`src/verilog/cache_pkg.sv`:
```
package cache_pkg;

	// Address and data word widths
	localparam int ADDR_W = 16;
	localparam int DATA_W = 16;

	// Address fields from high to low are tag, line index, word offset and byte select
	localparam int TAG_W    = 5;
	localparam int INDEX_W  = 7;
	localparam int OFFSET_W = 3;
	localparam int BYTE_W   = ADDR_W - TAG_W - INDEX_W - OFFSET_W;	// Ignored by lookups

	// Geometry follows from the field widths
	localparam int NUM_LINES      = 1 << INDEX_W;		// 128 lines
	localparam int WORDS_PER_LINE = 1 << OFFSET_W;		// 8 words per line

	// Tag entry takes 8 bits in all
	localparam int RSVD_W = 2;

	typedef struct packed {
		logic [TAG_W-1:0]    tag;
		logic [INDEX_W-1:0]  index;
		logic [OFFSET_W-1:0] offset;
		logic [BYTE_W-1:0]   byte_sel;
	} cache_addr_t;

	typedef struct packed {
		logic              valid;
		logic [RSVD_W-1:0] reserved;	// Written as zero
		logic [TAG_W-1:0]  tag;
	} tag_entry_t;

	typedef logic [DATA_W-1:0] data_word_t;

	// Entry held by a line after reset
	localparam tag_entry_t EMPTY_ENTRY = '0;

	// Entry stored by a tag fill
	function automatic tag_entry_t fill_entry(input logic [TAG_W-1:0] tag);
		tag_entry_t entry;
		entry.valid    = 1'b1;
		entry.reserved = '0;
		entry.tag      = tag;
		return entry;
	endfunction

	// A stored entry hits only when valid and holding the same tag
	function automatic logic entry_hit(
		input tag_entry_t       entry,
		input logic [TAG_W-1:0] tag
	);
		logic same_tag;
		same_tag = (entry.tag == tag);
		return entry.valid & same_tag;
	endfunction

endpackage

```
`src/verilog/cache_tag_array.sv`:
```
module cache_tag_array (
	input  logic                          clk,
	input  logic                          rst_n,
	input  logic                          write,
	input  logic [cache_pkg::INDEX_W-1:0] write_index,
	input  logic [cache_pkg::TAG_W-1:0]   write_tag,
	input  logic [cache_pkg::INDEX_W-1:0] lookup_index,
	input  logic [cache_pkg::TAG_W-1:0]   lookup_tag,
	output logic                          hit
);

	import cache_pkg::*;

	// One entry per line
	tag_entry_t entries [NUM_LINES];

	tag_entry_t lookup_entry;
	tag_entry_t new_entry;

	// Valid bit set, reserved bits zero
	assign new_entry = fill_entry(write_tag);

	// Reset invalidates every line, a fill overwrites one entry
	always_ff @(posedge clk) begin
		if (!rst_n) begin
			for (int i = 0; i < NUM_LINES; i++) begin
				entries[i] <= EMPTY_ENTRY;
			end
		end else if (write) begin
			entries[write_index] <= new_entry;
		end
	end

	// Lookup reads stored state, so a fill shows up right after its edge
	assign lookup_entry = entries[lookup_index];

	assign hit = entry_hit(lookup_entry, lookup_tag);

endmodule
```
`config.mk`:
```
export PLATFORM = sky130hd
export DESIGN_NAME = cache_tag_array
export DESIGN_NICKNAME = d
export VERILOG_FILES = /design/src/verilog/cache_pkg.sv /design/src/verilog/cache_tag_array.sv
export SDC_FILE = /design/constraint.sdc
export NUM_CORES = 1
export LEC_CHECK = 0
export BUFFER_PORTS_ARGS = -buffer_cell sky130_fd_sc_hd__buf_2
export CAP_MARGIN = 40
export CORE_UTILIZATION = 33
export CTS_CLUSTER_DIAMETER = 30
export DETAILED_ROUTE_END_ITERATION = 6
export PLACE_DENSITY_LB_ADDON = 0.2
export SLEW_MARGIN = 20
export SYNTH_ARGS = -nofsm -noshare
export SYNTH_HDL_FRONTEND = slang
export SYNTH_SLANG_ARGS = --single-unit
```
`constraint.sdc`:
```
create_clock -name clk -period 4.1 [get_ports clk]
set_input_delay 0.615 -clock clk [delete_from_list [all_inputs] [get_ports clk]]
set_output_delay 0.615 -clock clk [all_outputs]
set_load 0.01 [all_outputs]
```
-- Word-level counts from Yosys, hierarchy flattened
Memory sizes are Yosys's and may differ from the RTL's.
Cells that the tools add are included.
- register bits after elaboration: 0
- RAM bits: 768
- output and inout bits: 1
- word-level logic and storage cells: 11
- memories: 1
- equality and inequality tests: 1
- multiplexer cells: 7
- bitwise operators: 1
- reduce and logical (&&, ||, !) cells: 1
- memory list (name ; depth ; bits a word ; rd ports ; clocked after memory_dff ; write ports ; line ; text):
    entries ; 128 ; 6 ; 1 ; 0 ; 128 ; cache_tag_array.sv:15 ; tag_entry_t entries [NUM_LINES];
- operator list (kind ; number):
    $mux 7 ; 1
    $mux 6 ; 1
    $reduce_or 6->1 ; 1
    $eq 5x5->1 ; 1
    $mux 1 ; 5
    $and 1x1->1 ; 1

-- Logic depth before layout (Yosys ltp)
Gate-level depths: netlist of the first run.
- depth in word-level cells: 5
- mapped depth: 13
- depth with buffers taken out: 8

-- Worst setup path before layout of the first run
OpenSTA, ideal clock, no wires.
- path type: input to output
- from: input port lookup_index[1] (netlist bit)
- to: output port hit
- arrival time: 2953 ps
- slack: 532 ps
- stages on the path: 11
- path through: buf_2 > buf_2 > buf_2 > clkbuf_1 > mux4_2 > a22oi_1 > a31oi_1 > a22oi_1 > nand4_1 > o41ai_2 > o2111a_1
- longest elaborated chain between the ends: 3
- RTL lines (element ; line ; text):
    from (decl) ; cache_tag_array.sv:7 ; input logic [cache_pkg::INDEX_W-1:0] lookup_index,
    $mem_v2 128x6 (*) ; -- ;
    $eq 5x5->1 ; cache_pkg.sv:53 ; same_tag = (entry.tag == tag);
    $and 1x1->1 (*) ; cache_pkg.sv:54 ; return entry.valid & same_tag;
    to (decl) ; cache_tag_array.sv:9 ; output logic hit
Every way passes the cells marked *; elsewhere a longest branch is shown, timed or not.

-- Worst setup path in the final report of the first run
- from: memory entries[31][3] (netlist bit)
- to: output port hit
- longest elaborated chain between the ends: 3
- RTL lines (element ; line):
    from (decl) ; cache_tag_array.sv:15
    $mem_v2 128x6 ; --
    $eq 5x5->1 ; cache_pkg.sv:53
    $and 1x1->1 ; cache_pkg.sv:54
Every way passes these cells.

==> summary.txt, run 1 <==
Timing
  • RSZ-0062 raised after global routing: yes
  • Fin. max-slew vios: 0
  • Worst Max-Slew Pin Slew: around 0.9 ns
  • Final Cycle Share: 101%
  • Clk_skew: 0 ns
  • Final setup viols: 1
  • Fin worst setup slack: -0.0391 ns
  • Slew HR: 39.2%
  • Final Hold Fails: 0
  • Max Fclk: ~240 MHz
  • Min cycle time layout: slightly above 4 ns

Yosys
  • Area leader, netlist: edfxtp_1
  • Seq/Total Area, Yosys: 61.6%
  • Mapped Area: between 0.03 and 0.04 mm2
  • Synth Net Count: approximately 2600
  • Synth cell types: between 50 and 60
  • Top-area cell type share of the netlist area: between 50 and 60%
  • FF+latch count, synth: between 700 and 800
  • Syn. warnings: 0
  • Mapped Avg Cell Area: about 14 um2
  • Main flop type after synthesis: edfxtp_1
  • Number of synthesized flops with an enable pin: 640
  • Ys async rst share: 0%
  • Gate Count Post-Synth: approximately 2600
  • Area contributors post-synth: edfxtp_1 54%, mux4_2 11%, and2_1 11%

Setup path
  • Setup CP Type: reg2out
  • Reg2reg end: entries[125][5]$_SDFFE_PP1N_
  • Critical path's top delay family: multiplexers
  • CP Buf/Inv Count: 1
  • Critical Path AT: around 3.5 ns
  • Worst-path fanout max: 1
  • R2r setup slk: 3.49 ns
  • CP most frequent cell: mux4_2
  • RR Startpoint: entries[125][5]$_SDFFE_PP1N_
  • Cell chain of the critical path: mux4_2 -> mux4_2 -> nand2_2 -> a31oi_4 -> xnor2_2 -> o41ai_4 -> o2111a_2 -> buf_6
  • Slowest cell delay on critical path: ~0.5 ns
  • Worst reg-to-reg path cell count: 1
  • Critical path data required time: around 3.5 ns
  • Critical Path End Type: primary output
  • Worst setup SP type: register
  • CP max-delay cell: mux4_2

Detailed routing
  • Total wire length: 106000 um
  • Detailed Routing Iterations Pass 1: 7
  • Vias/cell: about 5.2
  • Routed via count: 22200
  • Routed Antenna Nets: 0
  • Number of DRC markers in iteration 0: around 2000
  • Wire per inst: roughly 25 um
  • Post-route DRC: 10

Finish
  • Footprint of the multi-input gates: 0.0127 mm2
  • Largest regs: entries (768)
  • Final Util: between 40% and 50%
  • Commonest non-fill, non-tap cell in the layout: edfxtp_1
  • Most frequent cells in the layout: 640 x edfxtp_1, 610 x and2_1, 177 x mux4_2
  • Post-route non-filler standard cell count: 4266
  • Area growth from synthesis to layout: 23.9%
  • Max FFs per register: approximately 770
  • Fill count: a little under 10000
  • Sequential cell area: 0.0218 mm2
  • Reg with most FFs: entries
  • Share of layout cells above drive strength 1: between 20% and 30%
  • Final Net Count: about 2800

Floorplanning
  • Row Count: between 100 and 150
  • # IOs: 28
  • Core ar.: 0.106 mm2
  • Die ar.: 0.108 mm2
  • Starting Density: about a third
  • Die H: between 300 and 400 um
  • Die width: ~330 um

Global route
  • GR met3 Demand/Resource: under 10%
  • Gr ovfl total: 0
  • Global-route wire length before repair: 157000 um
  • Antenna violations before repair: 3
  • Largest net degree at the start of global routing: 94
  • Grt peak-use layer: met2
  • Vias in the first global route: about 23000
  • GR Util met1: 27.0%
  • Met2 Resource Use GR: 32.1%
  • Total track usage: between 10% and 20%

Clock network
  • CTS Buf Count: 165
  • Clock Tree Root: clkbuf_16
  • Worst skew pair latency: 0.73 ns
  • Clock Path Buffers: 3
  • Clk pin slew, worst setup/hold paths: about 0.05 ns
  • CTS tree: yes
  • Post-CTS setup buffer count: 0
  • H-tree Lvls: 4
  • Clock sink count: 768

Pwr
  • Leak: roughly 17 nW
  • Pwr/cell area: 539 mW/mm2
  • Pwr Total: around 24 mW
  • Worst vdd ir: roughly 0.48 mV

Hold path
  • Tightest Hold Check Type: in2reg
  • Worst Hold Path Cells: 2
  • Hold Path Origin: rst_n
  • Hold Path End: entries[9][5]$_SDFFE_PP1N_

Placed design
  • Setup slack at placement: -0.152 ns
  • Cells after DPL: 3941
  • Dpl hpwl: between 70000 and 80000 um
  • PortBufs: 27
  • Placer Congestion: just under 0.9

Status
  • Failing checks: DRC, setup timing
  • Status: finished, violations left

Job
  • Max_cap viols: 0
## per-layer routing
layer,wire length (um),up-vias
li1,-,9893
met1,47000,11500
met2,50500,728
met3,6300,161
met4,2570,0
met5,0,-
## worst max-delay path by stage
stage / start / end / cells past startpoint
6_report: entries[31][3]$_DFFE_PP_ / hit / 8
5_1_grt: entries[3][3]$_DFFE_PP_ / hit / 10
4_1_cts: entries[31][0]$_DFFE_PP_ / hit / 10
3_5_place_dp: lookup_index[0] / hit / 13
3_3_place_gp: lookup_index[0] / hit / 13
2_1_floorplan: lookup_index[1] / hit / 11
## what timing repair did
item,CTS,global route
endpoints found under the setup margin,1,1
pin swaps,6,6
resized for setup,8,12
hold buffers,0,0
## final cells by class
cell class	instances	share of cell area [%]
Sequential cell	768	49.8
Multi-Input combinational cell	1574	28.9
Clock buffer	195	9.99
Timing Repair Buffer	216	4.43
Tap cell	1391	3.98
Clock inverter	113	2.84
Inverter	7	0.0600
Antenna cell	2	0.0114
## cell usage after synthesis (3+ instances only)
library cell / count
o221ai_1: 6
a211oi_1: 8
nand2_1: 78
nor3_1: 9
inv_1: 4
xnor2_1: 8
nand3_1: 23
nand2b_1: 3
a32oi_1: 6
a31oi_1: 5
buf_4: 17
a21oi_1: 9
or2_2: 7
clkbuf_1: 168
nand4_1: 8
nor4_1: 3
a221oi_1: 3
nor2_1: 144
o22ai_1: 7
nor2b_1: 19
or3b_2: 3
buf_2: 19
nand3b_1: 5
edfxtp_1: 640
a21o_1: 121
and2_1: 610
a22oi_1: 33
mux4_2: 177
buf_1: 5
dfxtp_1: 128
and3_1: 46
o21ai_0: 129
buf_6: 6
mux2_2: 6
mux2i_1: 72
## cell families (layout without fill, tap and decap cells)
group	count (synthesis)	in the layout	synth area share, %
buf+inv	222	531	2.73
mux	255	255	13.5
compound gates	346	346	6.46
simple gates	964	964	15.4
flops	768	768	61.6
other cells	0	2	0
xor+xnor	9	9	0.223
## per-stage QoR
step                      hold slack (ns)  TNS [ns]  cell area (um2)
after floorplan                     0.419         0            35300
after global placement              0.430    -0.195            37800
after detailed placement            0.438    -0.152            38000
after CTS                           0.199   -0.0682            43600
after global routing                0.240   -0.0605            43800
final                               0.239   -0.0391            43800
## where the power goes
group          switching (mW)  internal [mW]
registers               0.135           8.80
clock network            4.43           8.83
logic                   0.864          0.555
total                    5.43           18.2
Power figures use the tool's default switching activity.
==> run 2: changes to the inputs <==
Settings changed: CTS_CLUSTER_SIZE from default to 10, REMOVE_ABC_BUFFERS from default to 1.
==> run 2 against run 1 <==
  * The flow still finishes with violations (DRC, setup timing)
  * Cell count fell by 0.33%
  * Cell area barely moved
  * Routed wire length rose by 0.36%
  * Critical path depth rose by 1
  * Flip-flop and latch count did not move
  * Largest cell class unchanged
  * Largest power group unchanged
  * Highest routed layer is now met5
==> summary.txt, run 2 (synthesis gave the netlist of run 1 again) <==
Global route
  • Antenna violations before repair: 8 (was 3)
  • Vias in the first global route: 22900 (was 22700)
  • Largest net degree at the start of global routing: 149 (was 94)
  • Global-route wire length before repair: 158000 um (was 157000 um)
  • Gr ovfl total: 0 (unchanged)
  • Total track usage: 20.0% (was 19.8%)

Finish
  • Post-route non-filler standard cell count: 4252 (was 4266)
  • Commonest non-fill, non-tap cell in the layout: edfxtp_1 (unchanged)
  • Final Net Count: 2748 (was 2759)
  • Share of layout cells above drive strength 1: 23.9% (was 24.3%)
  • Final Util: 41.4% (about the same)
  • Largest regs: entries (768) (unchanged)
  • Max FFs per register: 768 (unchanged)
  • Reg with most FFs: entries (unchanged)
  • Area growth from synthesis to layout: 23.9% (about the same)
  • Finished Cell Area: 0.0438 mm2 (about the same)
  • Most frequent cells in the layout: 640 x edfxtp_1, 610 x and2_1, 177 x mux4_2 (unchanged)

Clock network
  • Post-CTS setup buffer count: 0 (unchanged)
  • Clock Path Buffers: 3 (unchanged)
  • Clock sink count: 768 (unchanged)
  • Clk pin slew, worst setup/hold paths: 0.05 ns (about the same)
  • CTS Buf Count: 159 (was 165)
  • Clock Tree Root: clkbuf_16 (unchanged)
  • H-tree Lvls: 4 (unchanged)
  • CTS Hold Bufs: 0 (unchanged)
  • CTS tree: yes (unchanged)
  • Worst skew pair latency: 0.74 ns (was 0.73 ns)

Detailed routing
  • Vias/cell: 5.20 (was 5.22)
  • Total wire length: 107000 um (was 106000 um)
  • Uppermost layer routed: met5 (was met4)
  • M1 WL: 46500 um (was 47000 um)
  • Detailed-routed wire length on met3: 6220 um (was 6300 um)
  • Routed via count: 22100 (was 22200)
  • Routed Antenna Nets: 0 (unchanged)
  • Post-route DRC: 2 (was 10)
  • Number of DRC markers in iteration 0: 1836 (was 2042)
  • Detailed Routing Iterations Pass 1: 7 (unchanged)
  • Wire length on met2: 51400 um (was 50500 um)
  • Wire per inst: 25.1 um (was 24.9 um)

Timing
  • Max Fclk: 237 MHz (was 242 MHz)
  • Slew HR: 31.1% (was 39.2%)
  • RSZ-0062 raised after global routing: yes (unchanged)
  • Min cycle time layout: 4.21 ns (was 4.14 ns)
  • Clk_skew: 0 ns (unchanged)
  • Worst Max-Slew Pin Slew: 1.03 ns (was 0.911 ns)
  • Fin worst setup slack: -0.115 ns (was -0.0391 ns)
  • Final setup viols: 1 (unchanged)
  • Setup TNS: -0.115 ns (was -0.0391 ns)
  • Hold WS: 0.428 ns (was 0.239 ns)
  • Final Hold Fails: 0 (unchanged)
  • Final Cycle Share: 103% (was 101%)
  • Fin. max-slew vios: 0 (unchanged)

Setup path
  • Critical Path End Type: primary output (unchanged)
  • CP Buf/Inv Count: 1 (unchanged)
  • Setup CP Type: reg2out (unchanged)
  • Critical path data required time: 3.48 ns (about the same)
  • Critical Path AT: 3.60 ns (was 3.52 ns)
  • Worst setup SP type: register (unchanged)
  • Critical path's top delay family: compound AO/OA/AOI/OAI gates (was multiplexers)
  • CP max-delay cell: mux4_2 (unchanged)
  • Slowest cell delay on critical path: 0.49 ns (was 0.51 ns)
  • Worst-path fanout max: 1 (unchanged)
  • Cell chain of the critical path: mux4_2 -> mux2i_2 -> a22oi_1 -> a21oi_1 -> a31oi_1 -> xnor2_1 -> o41ai_4 -> o2111a_2 -> buf_6 (was mux4_2 -> mux4_2 -> nand2_2 -> a31oi_4 -> xnor2_2 -> o41ai_4 -> o2111a_2 -> buf_6)

Floorplanning
  • Die width: 329 um (unchanged)
  • Row Count: 119 (unchanged)
  • Die ar.: 0.108 mm2 (unchanged)
  • # IOs: 28 (unchanged)
  • Starting Density: 33.4% (unchanged)
  • Die H: 329 um (unchanged)
  • Core ar.: 0.106 mm2 (unchanged)

Placed design
  • Dpl hpwl: 72700 um (was 71900 um)
  • PortBufs: 27 (unchanged)
  • Placed Area: 0.0380 mm2 (about the same)
  • Placer Congestion: 0.842 (was 0.865)
  • Setup slack at placement: -0.175 ns (was -0.152 ns)
  • Cells after DPL: 3937 (was 3941)

Pwr
  • Worst vdd ir: 0.368 mV (was 0.477 mV)
  • Pwr/cell area: 537 mW/mm2 (was 539 mW/mm2)
  • Pwr Total: 23.5 mW (was 23.6 mW)
  • Leak: 16.8 nW (about the same)

Job
  • Max_cap viols: 0 (unchanged)

Status
  • Failing checks: DRC, setup timing (unchanged)
  • Status: finished, violations left (unchanged)

Hold path
  • Tightest Hold Check Type: in2reg (unchanged)
-- run 2: cell types whose count changed in the layout (fill, tap and decap cells not counted), moves of 4 or more --
| cell | previous run | this run |
|---|---|---|
| buf_4 | 148 | 141 |
| clkinvlp_4 | 25 | 21 |
| clkinv_16 | 0 | 9 |
| clkinv_1 | 16 | 9 |
| clkbuf_16 | 167 | 160 |
| inv_6 | 12 | 8 |
-- run 2: final cells by class --
type / count / area [um2]
inverter: 7 / 26.3
clock inverter: 110 / 1420
fill: 9625 / 61900
clock buffer: 189 / 4200
multi-input combinational: 1574 / 12600
tap: 1391 / 1740
sequential: 768 / 21800
timing repair buffer: 211 / 1970
antenna: 2 / 5.00
-- run 2: report_power, final --
| group | switching [mW] | internal, mW | total (mW) |
|---|---|---|---|
| Clock | 4.57 | 8.58 | 13.2 |
| Sequential | 0.141 | 8.80 | 8.94 |
| Combinational | 0.856 | 0.551 | 1.41 |
| Total | 5.57 | 17.9 | 23.5 |
-- run 2: final timing paths --
check / from / endpoint / slack [ns] / cells after the start
worst max-delay path: entries[3][3]$_DFFE_PP_ / hit / -0.11 / 9
worst min-delay path: write_tag[0] / entries[74][0]$_DFFE_PP_ / 0.43 / 2
worst max register to register: entries[93][5]$_SDFFE_PP1N_ / entries[93][5]$_SDFFE_PP1N_ / 3.48 / 1
worst min register to register: entries[59][5]$_SDFFE_PP1N_ / entries[59][5]$_SDFFE_PP1N_ / 0.45 / 1
-- run 2: repair_timing --
action	4_1_cts	5_1_grt
gates cloned	0	0
endpoints found under the hold margin	0	0
endpoints found under the setup margin	1	1
gates resized for setup	7	3
pin swaps	1	0
-- run 2: metal layers --
| layer | up-vias | GRT usage (%) |
|---|---|---|
| met3 | 149 | 3.97 |
| met4 | 6 | 6.36 |
| met5 | - | 0 |
| met1 | 11400 | 27.0 |
| met2 | 685 | 32.2 |
| li1 | 9849 | - |
